--- src/verilog/fabric_pkg.sv ---
`default_nettype none

package fabric_pkg;

  // ####################
  // bus types

  typedef struct packed {
    logic        mem_valid;  // one-cycle request strobe
    logic        mem_instr;
    logic [31:0] mem_addr;
    logic [31:0] mem_wdata;
    logic [3:0]  mem_wstrb;  // all zero for a read
  } mem_in_type;

  typedef struct packed {
    logic        mem_ready;  // one-cycle response pulse
    logic [31:0] mem_rdata;
  } mem_out_type;

  localparam mem_in_type  init_mem_in  = '0;
  localparam mem_out_type init_mem_out = '0;

  // ####################
  // address map

  localparam logic [31:0] itim_base_addr  = 32'h0000_0000;
  localparam logic [31:0] itim_mask_addr  = 32'h0000_0FFF;
  localparam logic [31:0] dtim_base_addr  = 32'h0001_0000;
  localparam logic [31:0] dtim_mask_addr  = 32'h0000_0FFF;
  localparam logic [31:0] ram_base_addr   = 32'h8000_0000;
  localparam logic [31:0] ram_mask_addr   = 32'h0000_03FF;
  localparam logic [31:0] clint_base_addr = 32'h0200_0000;
  localparam logic [31:0] clint_mask_addr = 32'h0000_000F;

  localparam int tim_words     = 1024;
  localparam int ram_words     = 256;
  localparam int clint_divider = 4;  // clocks per mtime tick

  localparam logic [31:0] clint_msip_off     = 32'h0;
  localparam logic [31:0] clint_mtimecmp_off = 32'h4;
  localparam logic [31:0] clint_mtime_off    = 32'h8;

  // bits outside the mask must equal the base
  function automatic logic addr_hit(input logic [31:0] addr, input logic [31:0] base,
                                    input logic [31:0] mask);
    return (addr & ~mask) == base;
  endfunction

endpackage

`default_nettype wire
--- src/verilog/tim_router.sv ---
`default_nettype none

module tim_router (
  input  logic                    clock,
  input  logic                    reset,
  input  fabric_pkg::mem_in_type  imem0_in,
  input  fabric_pkg::mem_in_type  imem1_in,
  input  fabric_pkg::mem_in_type  dmem0_in,
  input  fabric_pkg::mem_in_type  dmem1_in,
  output fabric_pkg::mem_out_type imem0_out,
  output fabric_pkg::mem_out_type imem1_out,
  output fabric_pkg::mem_out_type dmem0_out,
  output fabric_pkg::mem_out_type dmem1_out,
  output fabric_pkg::mem_in_type  itim0_in,
  output fabric_pkg::mem_in_type  itim1_in,
  output fabric_pkg::mem_in_type  dtim0_in,
  output fabric_pkg::mem_in_type  dtim1_in,
  input  fabric_pkg::mem_out_type itim0_out,
  input  fabric_pkg::mem_out_type itim1_out,
  input  fabric_pkg::mem_out_type dtim0_out,
  input  fabric_pkg::mem_out_type dtim1_out,
  output fabric_pkg::mem_in_type  iper0_in,
  output fabric_pkg::mem_in_type  iper1_in,
  output fabric_pkg::mem_in_type  dper0_in,
  output fabric_pkg::mem_in_type  dper1_in,
  input  fabric_pkg::mem_out_type iper0_out,
  input  fabric_pkg::mem_out_type iper1_out,
  input  fabric_pkg::mem_out_type dper0_out,
  input  fabric_pkg::mem_out_type dper1_out
);

  import fabric_pkg::*;

  logic itim0_dsel;  // set when the data requester owns the port
  logic itim1_dsel;
  logic dtim0_dsel;
  logic dtim1_dsel;

  function automatic logic claims(input mem_in_type req, input logic [31:0] base,
                                  input logic [31:0] mask);
    return req.mem_valid && addr_hit(req.mem_addr, base, mask);
  endfunction

  // instruction side has priority on a shared TIM port
  function automatic mem_in_type pick(input mem_in_type imem, input mem_in_type dmem,
                                      input logic [31:0] base, input logic [31:0] mask);
    mem_in_type req;
    req = init_mem_in;
    if (claims(imem, base, mask)) begin
      req = imem;
      req.mem_addr = imem.mem_addr - base;
    end else if (claims(dmem, base, mask)) begin
      req = dmem;
      req.mem_addr = dmem.mem_addr - base;
    end
    return req;
  endfunction

  function automatic mem_in_type to_per(input mem_in_type req);
    if (!req.mem_valid || claims(req, itim_base_addr, itim_mask_addr)
        || claims(req, dtim_base_addr, dtim_mask_addr)) begin
      return init_mem_in;
    end
    return req;
  endfunction

  function automatic mem_out_type merge(input mem_out_type a, input logic a_en,
                                        input mem_out_type b, input logic b_en,
                                        input mem_out_type c);
    if (a_en && a.mem_ready) return a;
    if (b_en && b.mem_ready) return b;
    if (c.mem_ready) return c;
    return init_mem_out;
  endfunction

  function automatic logic conflict(input mem_in_type imem, input mem_in_type dmem);
    return (claims(imem, itim_base_addr, itim_mask_addr)
            && claims(dmem, itim_base_addr, itim_mask_addr))
        || (claims(imem, dtim_base_addr, dtim_mask_addr)
            && claims(dmem, dtim_base_addr, dtim_mask_addr));
  endfunction

  assign itim0_in = pick(imem0_in, dmem0_in, itim_base_addr, itim_mask_addr);
  assign itim1_in = pick(imem1_in, dmem1_in, itim_base_addr, itim_mask_addr);
  assign dtim0_in = pick(imem0_in, dmem0_in, dtim_base_addr, dtim_mask_addr);
  assign dtim1_in = pick(imem1_in, dmem1_in, dtim_base_addr, dtim_mask_addr);

  assign iper0_in = to_per(imem0_in);
  assign iper1_in = to_per(imem1_in);
  assign dper0_in = to_per(dmem0_in);
  assign dper1_in = to_per(dmem1_in);

  always_ff @(posedge clock) begin
    if (!reset) begin
      itim0_dsel <= 1'b0;
      itim1_dsel <= 1'b0;
      dtim0_dsel <= 1'b0;
      dtim1_dsel <= 1'b0;
    end else begin
      itim0_dsel <= !claims(imem0_in, itim_base_addr, itim_mask_addr);
      itim1_dsel <= !claims(imem1_in, itim_base_addr, itim_mask_addr);
      dtim0_dsel <= !claims(imem0_in, dtim_base_addr, dtim_mask_addr);
      dtim1_dsel <= !claims(imem1_in, dtim_base_addr, dtim_mask_addr);
    end
  end

  assign imem0_out = merge(itim0_out, !itim0_dsel, dtim0_out, !dtim0_dsel, iper0_out);
  assign dmem0_out = merge(itim0_out, itim0_dsel, dtim0_out, dtim0_dsel, dper0_out);
  assign imem1_out = merge(itim1_out, !itim1_dsel, dtim1_out, !dtim1_dsel, iper1_out);
  assign dmem1_out = merge(itim1_out, itim1_dsel, dtim1_out, dtim1_dsel, dper1_out);

  // a losing dmem request would never get its mem_ready
  lane0_tim_conflict: assert property (@(posedge clock) disable iff (!reset)
    !conflict(imem0_in, dmem0_in))
    else $error("tim_router: lane 0 imem and dmem hit one TIM");
  lane1_tim_conflict: assert property (@(posedge clock) disable iff (!reset)
    !conflict(imem1_in, dmem1_in))
    else $error("tim_router: lane 1 imem and dmem hit one TIM");

endmodule

`default_nettype wire

--- config.mk ---
export PLATFORM = sky130hd
export DESIGN_NAME = tim_router
export DESIGN_NICKNAME = d
export VERILOG_FILES = /design/src/verilog/fabric_pkg.sv /design/src/verilog/tim_router.sv
export SDC_FILE = /design/constraint.sdc
export NUM_CORES = 1
export LEC_CHECK = 0
export ABC_AREA = 1
export BUFFER_PORTS_ARGS = -buffer_cell sky130_fd_sc_hd__buf_2
export CORE_AREA = 2 2 480 482
export DETAILED_ROUTE_END_ITERATION = 10
export DIE_AREA = 0 0 482 484
export GPL_TIMING_DRIVEN = 0
export SLEW_MARGIN = 5
export SYNTH_ARGS = -nofsm -noshare
export SYNTH_HDL_FRONTEND = slang
export SYNTH_SLANG_ARGS = --single-unit
--- constraint.sdc ---
create_clock -name clock -period 4.6 [get_ports clock]
set_clock_uncertainty 0.2 [all_clocks]
set_input_delay 0.92 -clock clock [delete_from_list [all_inputs] [get_ports clock]]
set_output_delay 0.92 -clock clock [all_outputs]
set_load 0.05 [all_outputs]
# == Word-level counts from Yosys, hierarchy flattened ==
# Index checks and enable logic that the tools add are counted.
# classes
addsub,4
eq_ne,4
muxes,68
n_reduce_logical,40
# ops
cell,count
$mux W70,16
$mux W33,24
$logic_not A32 Y1,4
$sub A32 B17 Y32 const B,4
$eq A20 B5 Y1 const B,4
$mux W1,28
$logic_and A1 B1 Y1,16
$logic_not A1 Y1,12
$logic_or A1 B1 Y1,8
# totals
regBits,4
output_inout_bits,692
wordCells,120

# == Depth between registers and ports, before layout ==
# Gate-level depths: netlist of run 1.
# depth
depth_word,9
ltp_mapped,10
depth_no_buf,8

# == Worst setup path before layout of run 1 ==
# OpenSTA, ideal clock, no wires.
# synth_timing
path_kind,in2out
from,input imem0_in[53] (netlist bit)
to,output dtim0_in[60] (netlist bit)
arrival_ns,2.859
required_time_ns,3.480
path_slack_ns,0.621
path_stages,7
path_buffers,1
path_cell_list,inv_1 -> ha_1 -> nand2_1 -> nor2_1 -> nand3_4 -> clkbuf_1 -> o21ai_0
# synth_rtl
item,line,source
"start, declared",tim_router.sv:6,"input fabric_pkg::mem_in_type imem0_in,"
"end, declared",tim_router.sv:16,"output fabric_pkg::mem_in_type dtim0_in,"

==> flow_metrics.env, run 1 <==
export IMPL_post_route_drc_count=0
export IMPL_post_place_ws_ns=-1.555
export IMPL_finalSetupViolCount=1
export IMPL_core_area_um2=228600
export IMPL_ys_ff_latch=4
export IMPL_synthCells=2141
export IMPL_post_route_period_util_pct=100.2
export IMPL_cpPeakStageDelay_ns=0.41
export IMPL_synth_edf_count=0
export IMPL_cts_hold_buf=0
export IMPL_num_rows=176
export IMPL_violations="negative setup slack"
export IMPL_leakagePower_nw=11.51
export IMPL_use_met1_pct=20.63
export IMPL_drive_above_1_share_pct=40.66
export IMPL_min_path_type="input port to flip-flop"
export IMPL_syn_cell_area_um2=9739
export IMPL_post_synth_top_count_cell="nand2_1"
export IMPL_ys_warn_count=0
export IMPL_port_buffers=1187
export IMPL_hold_viol_final=0
export IMPL_dp_hpwl_um=192000
export IMPL_dr_pass1_iters=7
export IMPL_grtUsageMet2_pct=26.15
export IMPL_crit_path_start_kind="input port"
export IMPL_crit_slowest_cell="buf_2"
export IMPL_ys_seq_area_share_pct=0.8222
export IMPL_grt_pass1_wl_um=239800
export IMPL_antenna_found_initial=105
export IMPL_start_util_pct=4.261
export IMPL_slew_headroom_pct=24.57
export IMPL_die_w_um=482
export IMPL_cp_end_kind="primary output"
export IMPL_clock_sinks=4
export IMPL_drv_cap=0
export IMPL_stdcell_area_um2=20110
export IMPL_worstPathCellList="buf_2, nor2_1, nand2_2, nor2_4, nand4_4, clkinv_2, buf_6, nand2_1, nand2_1, buf_2"
export IMPL_synth_top_area_share_pct=17.88
export IMPL_crit_type="input port to primary output"
export IMPL_vias=20870
export IMPL_synthFlopType="dfxtp_1"
export IMPL_clock_path_buffers=2
export IMPL_multi_input_area_um2=7238
export IMPL_grt_start_max_net_pins=11
export IMPL_seq_area_um2=80.08
export IMPL_cts_tree="yes"
export IMPL_worstPathRequired_ns=3.48
export IMPL_grt_busiest_layer="met2"
export IMPL_placed_area_um2=19670
export IMPL_critPathArrivalTime_ns=3.49
export IMPL_synth_largest_area_cell="nand2_1"
export IMPL_async_reset_ff_share_pct=0
export IMPL_p_per_area_nw_per_um2=139.9
export IMPL_htreeDepth=1
export IMPL_first_global_vias=18860
export IMPL_grt_use_met3_pct=7.070
export IMPL_startpoint="imem1_in[50]"
export IMPL_min_period_ns=4.607
export IMPL_synth_distinct_cells=31
export IMPL_grt_ovfl_total=0
export IMPL_drtAntennaViolNets=0
export IMPL_fp_dieH_um=484
export IMPL_worstPathMaxFanout=10
export IMPL_synth_common_cells="nand2_1, inv_1, nor2_1"
export IMPL_fill_cells=27600
export IMPL_fmax_mhz=217.1
export IMPL_layout_setup_ws_ns=-0.007016
export IMPL_dr_first_iter_drc_count=2090
export IMPL_synth_area_leaders="nand2_1, inv_1, nor2_1, o21ai_0, nand3_1"
export IMPL_cts_buffers_inserted=3
export IMPL_gp_congestion=0.9657
export IMPL_clk_pin_slew_ns=0.03
export IMPL_area_delta_synth_final_pct=106.5
export IMPL_die_area_um2=233300
export IMPL_maxSlewViolCount=0
export IMPL_grtUsageTotal_pct=16.51
export IMPL_clockRootBuffer="clkbuf_16"
export IMPL_fin_nets=3937
export IMPL_ioPinCount=1238
export IMPL_rsz0062_at_grt="no"
export IMPL_status="finished, violations left"
export IMPL_wl_per_cell_um=31.68
export IMPL_cp_endpoint="itim1_in[6]"
export IMPL_tightest_slew_ns=1.128
export IMPL_peakVddDrop_mv=0.08744
export IMPL_viasPerCell=3.234
export IMPL_drt_total_wl_um=204400
export IMPL_synth_area_per_cell_um2=4.549
final cells by class:
class                      instances  share of cell area [%]
antenna                           49                  0.6097
buffer                           205                   5.711
clock buffer                       3                  0.3733
inverter                         427                   7.976
multi-input combinational       1547                   35.99
sequential                         4                  0.3982
tap                             3026                   18.83
timing repair buffer            1193                   30.11
cells by family (layout without fill, tap and decap cells):
kind of cell	count (synthesis)	in the layout	share of synthesized area [%]
flip-flops	4	4	0.8222
other	1	93	0.03850
buffers and inverters	633	1828	27.86
AO/OA/AOI/OAI	453	453	25.32
adder cells (fa/ha/maj)	10	10	1.285
XOR/XNOR	11	11	0.9892
AND/OR/NAND/NOR	1029	1029	43.68
power breakdown:
group | switching (W) | internal (W) | total [W]
Clock | 0.0000235 | 0.000111 | 0.000135
Combinational | 0.00211 | 0.000529 | 0.00264
Sequential | 0.00000172 | 0.0000368 | 0.0000386
cells in the final DEF (no fill, tap or decap), types with 6 or more instances in the layout:
master,count
buf_2,1227
nand2_1,461
inv_1,424
nor2_1,334
o21ai_0,236
nand3_1,187
a31oi_1,127
o21ai_1,77
clkbuf_1,70
buf_4,69
diode_2,49
conb_1,44
o21ai_2,11
buf_6,10
xor2_1,10
ha_1,10
nor2_4,8
clkbuf_4,8
nand3_2,7
nand3b_1,6
nor3_1,6
how the worst min path moves through the flow:
stage	from	endpoint	slack [ns]	cells after the start
final	reset	dtim1_dsel$_SDFF_PN0_	0.83	3
after global routing	reset	dtim1_dsel$_SDFF_PN0_	0.85	3
after CTS	reset	dtim1_dsel$_SDFF_PN0_	0.87	3
after detailed placement	reset	dtim1_dsel$_SDFF_PN0_	1.10	3
after global placement	reset	dtim1_dsel$_SDFF_PN0_	1.10	3
after floorplan	reset	dtim0_dsel$_SDFF_PN0_	0.82	2
registers in the layout (all words and copies together) (netlist names):
name / count
itim0_dsel: 1
itim1_dsel: 1
dtim0_dsel: 1
dtim1_dsel: 1
through the flow:
step	std cells	hold slack [ns]	utilization (%)	TNS [ns]	power, W
2_1_floorplan	2184	0.8176	-	0	0.001449
4_1_cts	6406	0.8691	8.735	0	0.002825
6_report	6454	0.8289	8.798	-0.007016	0.002814
5_1_grt	6424	0.8544	8.765	0	0.002922
3_3_place_gp	6397	1.099	8.587	-215.78	0.002674
3_5_place_dp	6400	1.100	8.606	-221.09	0.002672
critical path, delay by kind of cell:
kind	cells	cell delay (ns)
buffers and inverters	4	1.01
AND/OR/NAND/NOR	6	1.47
repair_timing:
| action | 4_1_cts | 5_1_grt |
|---|---|---|
| buffers inserted | 3 | 0 |
| pin swaps | 1 | 0 |
| gates resized for setup | 46 | 9 |
| cloned | 0 | 0 |
| endpoints found under the setup margin | 283 | 13 |
layer usage:
layer | vias up | routed length [um]
li1 | 9139 | -
met1 | 9779 | 84870
met2 | 1701 | 88850
met3 | 235 | 25280
met4 | 16 | 5329
met5 | - | 111
No activity file was read; power rests on OpenSTA's default activity.
==> run 2, diff against run 1 <==
--- a/config.mk
+++ b/config.mk
@@ -5,12 +5,13 @@
 export SDC_FILE = /design/constraint.sdc
 export NUM_CORES = 1
 export LEC_CHECK = 0
-export ABC_AREA = 1
 export BUFFER_PORTS_ARGS = -buffer_cell sky130_fd_sc_hd__buf_2
-export CORE_AREA = 2 2 480 482
+export CORE_AREA = 2 2 486 488
 export DETAILED_ROUTE_END_ITERATION = 10
-export DIE_AREA = 0 0 482 484
+export DIE_AREA = 0 0 488 490
 export GPL_TIMING_DRIVEN = 0
+export PLACE_DENSITY = 0.3
+export REMOVE_ABC_BUFFERS = 1
 export SLEW_MARGIN = 5
 export SYNTH_ARGS = -nofsm -noshare
 export SYNTH_HDL_FRONTEND = slang
==> flow_metrics.env, run 2 <==
export IMPL_status="finished clean"
export IMPL_synthFlopType="dfxtp_1"
export IMPL_drive_above_1_share_pct=53.06
export IMPL_num_rows=178
export IMPL_ys_warn_count=0
export IMPL_grt_ovfl_total=0
export IMPL_crit_path_start_kind="input port"
export IMPL_synth_common_cells="and3_1, and2_1, clkbuf_1"
export IMPL_timing_hold_ws_ns=0.7482
export IMPL_wl_per_cell_um=31.04
export IMPL_crit_slowest_cell="or4_4"
export IMPL_cts_buffers_inserted=3
export IMPL_min_path_type="input port to flip-flop"
export IMPL_dr_first_iter_drc_count=1287
export IMPL_grtUsageTotal_pct=14.68
export IMPL_viasPerCell=3.156
export IMPL_grt_start_max_net_pins=78
export IMPL_htreeDepth=1
export IMPL_synthCells=1686
export IMPL_post_route_drc_count=0
export IMPL_crit_type="input port to primary output"
export IMPL_dr_pass1_iters=7
export IMPL_drtAntennaViolNets=0
export IMPL_final_cell_mix="buf_2, and3_1, and2_1, nand2_1"
export IMPL_post_synth_top_count_cell="and3_1"
export IMPL_slew_headroom_pct=37.03
export IMPL_peakVddDrop_mv=0.08228
export IMPL_yosys_area_share_simple_pct=47.50
export IMPL_port_buffers=1193
export IMPL_final_common_cell="buf_2"
export IMPL_tightest_slew_ns=0.9445
export IMPL_clk_pin_slew_ns=0.03
export IMPL_worstPathCellList="buf_2, or4_4, nor4_4, buf_6, buf_6, buf_8, buf_8, buf_8, and3_1, a31o_2, buf_2"
export IMPL_synth_area_per_cell_um2=6.241
export IMPL_worstPathRequired_ns=3.48
export IMPL_finalSetupViolCount=0
export IMPL_synth_edf_count=0
export IMPL_critPathArrivalTime_ns=3.43
export IMPL_cp_end_kind="primary output"
export IMPL_area_delta_synth_final_pct=102.3
export IMPL_synth_distinct_cells=48
export IMPL_ys_seq_area_share_pct=0.7610
export IMPL_synth_area_leaders="and3_1, and2_1, mux2_4, a21oi_1, o21ai_0"
export IMPL_cpPeakStageDelay_ns=0.55
export IMPL_cts_hold_buf=0
export IMPL_drv_cap=0
export IMPL_drt_total_wl_um=186500
export IMPL_maxSlewViolCount=0
export IMPL_synth_compound_area_share_pct=21.96
export IMPL_vias=18970
export IMPL_clock_sinks=4
export IMPL_async_reset_ff_share_pct=0
export IMPL_fin_nets=3317
export IMPL_path_buf_inv=7
export IMPL_min_period_ns=4.545
export IMPL_grt_pass1_wl_um=223700
export IMPL_post_route_period_util_pct=98.81
export IMPL_synth_xor_area_share_pct=0
export IMPL_synth_adder_area_share_pct=1.189
export IMPL_first_global_vias=17770
export IMPL_fin_setup_tns_ns=0
export IMPL_synth_mux_area_fraction_pct=14.13
export IMPL_cp_common_cell="buf_8"
export IMPL_die_area_um2=239100
export IMPL_synth_top_area_share_pct=16.65
export IMPL_gp_congestion=0.9041
export IMPL_core_area_um2=234100
export IMPL_fp_dieH_um=490
export IMPL_dp_hpwl_um=160400
export IMPL_cp_top_family="buffers and inverters"
export IMPL_clock_path_buffers=2
export IMPL_cts_tree="yes"
export IMPL_ioPinCount=1238
export IMPL_leakagePower_nw=10.56
export IMPL_hold_viol_final=0
export IMPL_fmax_mhz=220.0
export IMPL_worstPathMaxFanout=19
export IMPL_ys_ff_latch=4
export IMPL_synth_top_family_by_area="simple AND/OR/NAND/NOR gates"
export IMPL_antenna_found_initial=150
export IMPL_synth_largest_area_cell="and3_1"
export IMPL_die_w_um=488
export IMPL_clockRootBuffer="clkbuf_16"
export IMPL_start_util_pct=4.495
export IMPL_syn_cell_area_um2=10520
export IMPL_p_per_area_nw_per_um2=118.1
==> run 2: changes by cell type in the layout (fill, tap and decap cells not counted), moves of 81 or more <==
cell     delta
a21oi_1   +128
a31oi_1   -126
and2_1    +228
and3_1    +277
buf_2      -81
inv_1     -366
nand2_1   -327
nand3_1   -133
nor2_1    -325
o21ai_0   -108
==> run 2: area by class of cell <==
| type | instances | area (um^2) |
|---|---|---|
| Fill cell | 27790 | 212800 |
| Antenna cell | 101 | 252.7 |
| Sequential cell | 4 | 80.08 |
| Multi-Input combinational cell | 1427 | 9415 |
| Inverter | 58 | 217.7 |
| Tap cell | 3150 | 3941 |
| Timing Repair Buffer | 1267 | 7306 |
| Clock buffer | 3 | 75.07 |
==> run 2: worst paths after layout <==
kind / from / endpoint / cells past startpoint
setup / recovery: imem0_in[60] / itim0_in[38] / 11
hold / removal: reset / dtim1_dsel$_SDFF_PN0_ / 2
==> run 2: cells by family after synthesis <==
| group | after synthesis |
|---|---|
| other cells | 1 |
| mux | 118 |
| fa+ha+maj | 10 |
| buf+inv | 305 |
| simple gates | 865 |
| flops | 4 |
| compound gates | 383 |
==> run 2: through the flow <==
step	utilization [%]	cell area [um^2]	setup slack (ns)	power, W	std cells
after detailed placement	8.630	20200	-0.7921	0.002378	5868
after global routing	9.048	21180	-0.01109	0.002622	5966
after global placement	8.244	19300	-10.01	0.002343	5825
after CTS	8.945	20940	0.0003038	0.002536	5904
after floorplan	-	9384	-2.919	0.001306	1482
final	9.095	21290	0.05477	0.002514	6010
==> run 2: timing repair <==
| action | in CTS | in global routing |
|---|---|---|
| cloned | 11 | 0 |
| setup endpoints to repair | 323 | 122 |
| pin swaps | 12 | 3 |
| setup buffers | 22 | 6 |
| gates resized for setup | 62 | 23 |
==> run 2: report_power, final <==
part	total [W]	internal [W]	switching (W)
logic	0.00234	0.000527	0.00181
registers	0.0000400	0.0000369	0.00000314
clock network	0.000135	0.000111	0.0000238
total	0.00251	0.000675	0.00184
==> run 2: per-layer routing <==
metal,track usage [%],vias to the layer above,share of wire (%)
li1,-,8224,-
met1,17.19,9145,40
met2,23.08,1273,44
met3,6.878,281,12
met4,5.581,44,4.1
met5,0,-,0.16
==> run 3, diff against run 2 <==
--- a/config.mk
+++ b/config.mk
@@ -6,11 +6,13 @@
 export NUM_CORES = 1
 export LEC_CHECK = 0
 export BUFFER_PORTS_ARGS = -buffer_cell sky130_fd_sc_hd__buf_2
-export CORE_AREA = 2 2 486 488
+export CELL_PAD_IN_SITES_DETAIL_PLACEMENT = 2
+export CELL_PAD_IN_SITES_GLOBAL_PLACEMENT = 2
+export CORE_AREA = 2 2 481 483
 export DETAILED_ROUTE_END_ITERATION = 10
-export DIE_AREA = 0 0 488 490
+export DIE_AREA = 0 0 483 485
 export GPL_TIMING_DRIVEN = 0
-export PLACE_DENSITY = 0.3
+export PLACE_DENSITY = 0.34
 export REMOVE_ABC_BUFFERS = 1
 export SLEW_MARGIN = 5
 export SYNTH_ARGS = -nofsm -noshare
==> flow_metrics.env, run 3 (synthesis results as in run 2) <==
export IMPL_gp_congestion=0.8608
export IMPL_crit_path_start_kind="input port"
export IMPL_finalSetupViolCount=0
export IMPL_drv_cap=0
export IMPL_clock_sinks=4
export IMPL_first_global_vias=19390
export IMPL_clockRootBuffer="clkbuf_16"
export IMPL_critPathArrivalTime_ns=3.44
export IMPL_htreeDepth=1
export IMPL_wl_per_cell_um=29.08
export IMPL_min_path_type="input port to flip-flop"
export IMPL_drtAntennaViolNets=0
export IMPL_worstPathRequired_ns=3.48
export IMPL_post_route_drc_count=0
export IMPL_cp_end_kind="primary output"
export IMPL_drive_above_1_share_pct=52.99
export IMPL_grt_pass1_wl_um=213900
export IMPL_finalPower_w=0.002473
export IMPL_start_util_pct=4.595
export IMPL_grt_start_max_net_pins=76
export IMPL_fmax_mhz=219.4
export IMPL_final_common_cell="buf_2"
export IMPL_stdcell_area_um2=21250
export IMPL_dp_hpwl_um=143000
export IMPL_peakVddDrop_mv=0.08546
export IMPL_worstPathMaxFanout=15
export IMPL_final_cell_mix="buf_2, and3_1, and2_1, nand2_1"
export IMPL_cts_buffers_inserted=3
export IMPL_ioPinCount=1238
export IMPL_port_buffers=1193
export IMPL_crit_type="input port to primary output"
export IMPL_rsz0062_at_grt="no"
export IMPL_cts_tree="yes"
export IMPL_layout_setup_ws_ns=0.04133
export IMPL_die_area_um2=234300
export IMPL_min_to="dtim1_dsel$_SDFF_PN0_"
export IMPL_holdPathStages=2
export IMPL_antenna_found_initial=109
export IMPL_clock_path_buffers=2
export IMPL_grt_ovfl_total=0
export IMPL_leakagePower_nw=10.59
export IMPL_status="finished clean"
export IMPL_dr_first_iter_drc_count=761
export IMPL_fin_setup_tns_ns=0
export IMPL_vias=18370
export IMPL_slew_headroom_pct=16.62
export IMPL_fin_nets=3317
export IMPL_fp_dieH_um=485
export IMPL_viasPerCell=3.158
export IMPL_post_place_ws_ns=-0.8303
export IMPL_die_w_um=483
export IMPL_tightest_slew_ns=1.248
export IMPL_clk_pin_slew_ns=0.04
export IMPL_min_from="reset"
export IMPL_cts_hold_buf=0
export IMPL_grtUsageTotal_pct=13.69
export IMPL_min_period_ns=4.559
export IMPL_core_area_um2=229000
export IMPL_num_rows=176
export IMPL_placed_area_um2=20070
export IMPL_maxSlewViolCount=0
export IMPL_drt_total_wl_um=169200
export IMPL_post_route_period_util_pct=99.10
export IMPL_hold_viol_final=0
export IMPL_area_delta_synth_final_pct=102.0
export IMPL_dr_pass1_iters=5
export IMPL_p_per_area_nw_per_um2=116.4
run 3: cell types whose count changed in the layout (fill, tap and decap cells not counted), sizes merged:
cell,delta
nand2,-1
buf,+3
diode,-69
and2,+1
and4,-1
clkbuf,-3
and3,-1
nand3,+2
run 3: layer usage:
metal	GRT usage, %	vias to the layer above	routed length, um
met5	0	-	152
met4	2.602	22	4196
met3	5.384	172	15860
met2	25.21	994	85830
met1	14.72	9039	63150
li1	-	8145	-
run 3: worst max-delay path by stage:
stage                 start           end
6_report       imem0_in[60]  dtim0_in[27]
2_1_floorplan  imem0_in[58]   iper0_in[0]
3_5_place_dp   imem1_in[69]   itim1_in[0]
4_1_cts        imem1_in[55]  itim1_in[28]
3_3_place_gp   imem0_in[60]  iper0_in[15]
5_1_grt        imem0_in[60]  dtim0_in[18]
run 3: per-stage QoR:
stage               instances  util [%]  hold WS (ns)
global route             5798     9.258        0.7586
global placement         5701     8.358        0.9924
detailed placement       5747     8.761        0.9992
floorplan                1482         -        0.8417
finish                   5817     9.279        0.7461
CTS                      5778     9.195        0.7487
run 3: report_power, final:
part           switching [W]  internal [W]  total [W]
registers         0.00000305     0.0000368  0.0000399
logic                0.00175      0.000532    0.00229
clock network      0.0000343      0.000112   0.000146
total                0.00179      0.000681    0.00247
run 3: worst max-delay path, cell delays in order:
cell and delay, ns:
buf_2 0.14, or4_4 0.58, nor4_4 0.28, buf_6 0.17, buf_12 0.15, buf_12 0.15, and3_4 0.25, buf_12 0.16
buf_16 0.17, o31ai_1 0.18, buf_4 0.25
run 3: final cells by class:
class,count,area (um^2)
tap,3026,3786
clock buffer,3,75.07
multi-input combinational,1427,9420
sequential,4,80.08
inverter,58,217.7
timing repair buffer,1267,7591
fill,27710,207800
antenna,32,80.08
run 3: what timing repair did:
action / CTS / global route
hold endpoints to repair: 0 / 0
pin swaps: 9 / 4
setup buffers: 19 / 6
cloned: 12 / 2
gates resized for setup: 148 / 13
setup endpoints to repair: 311 / 118
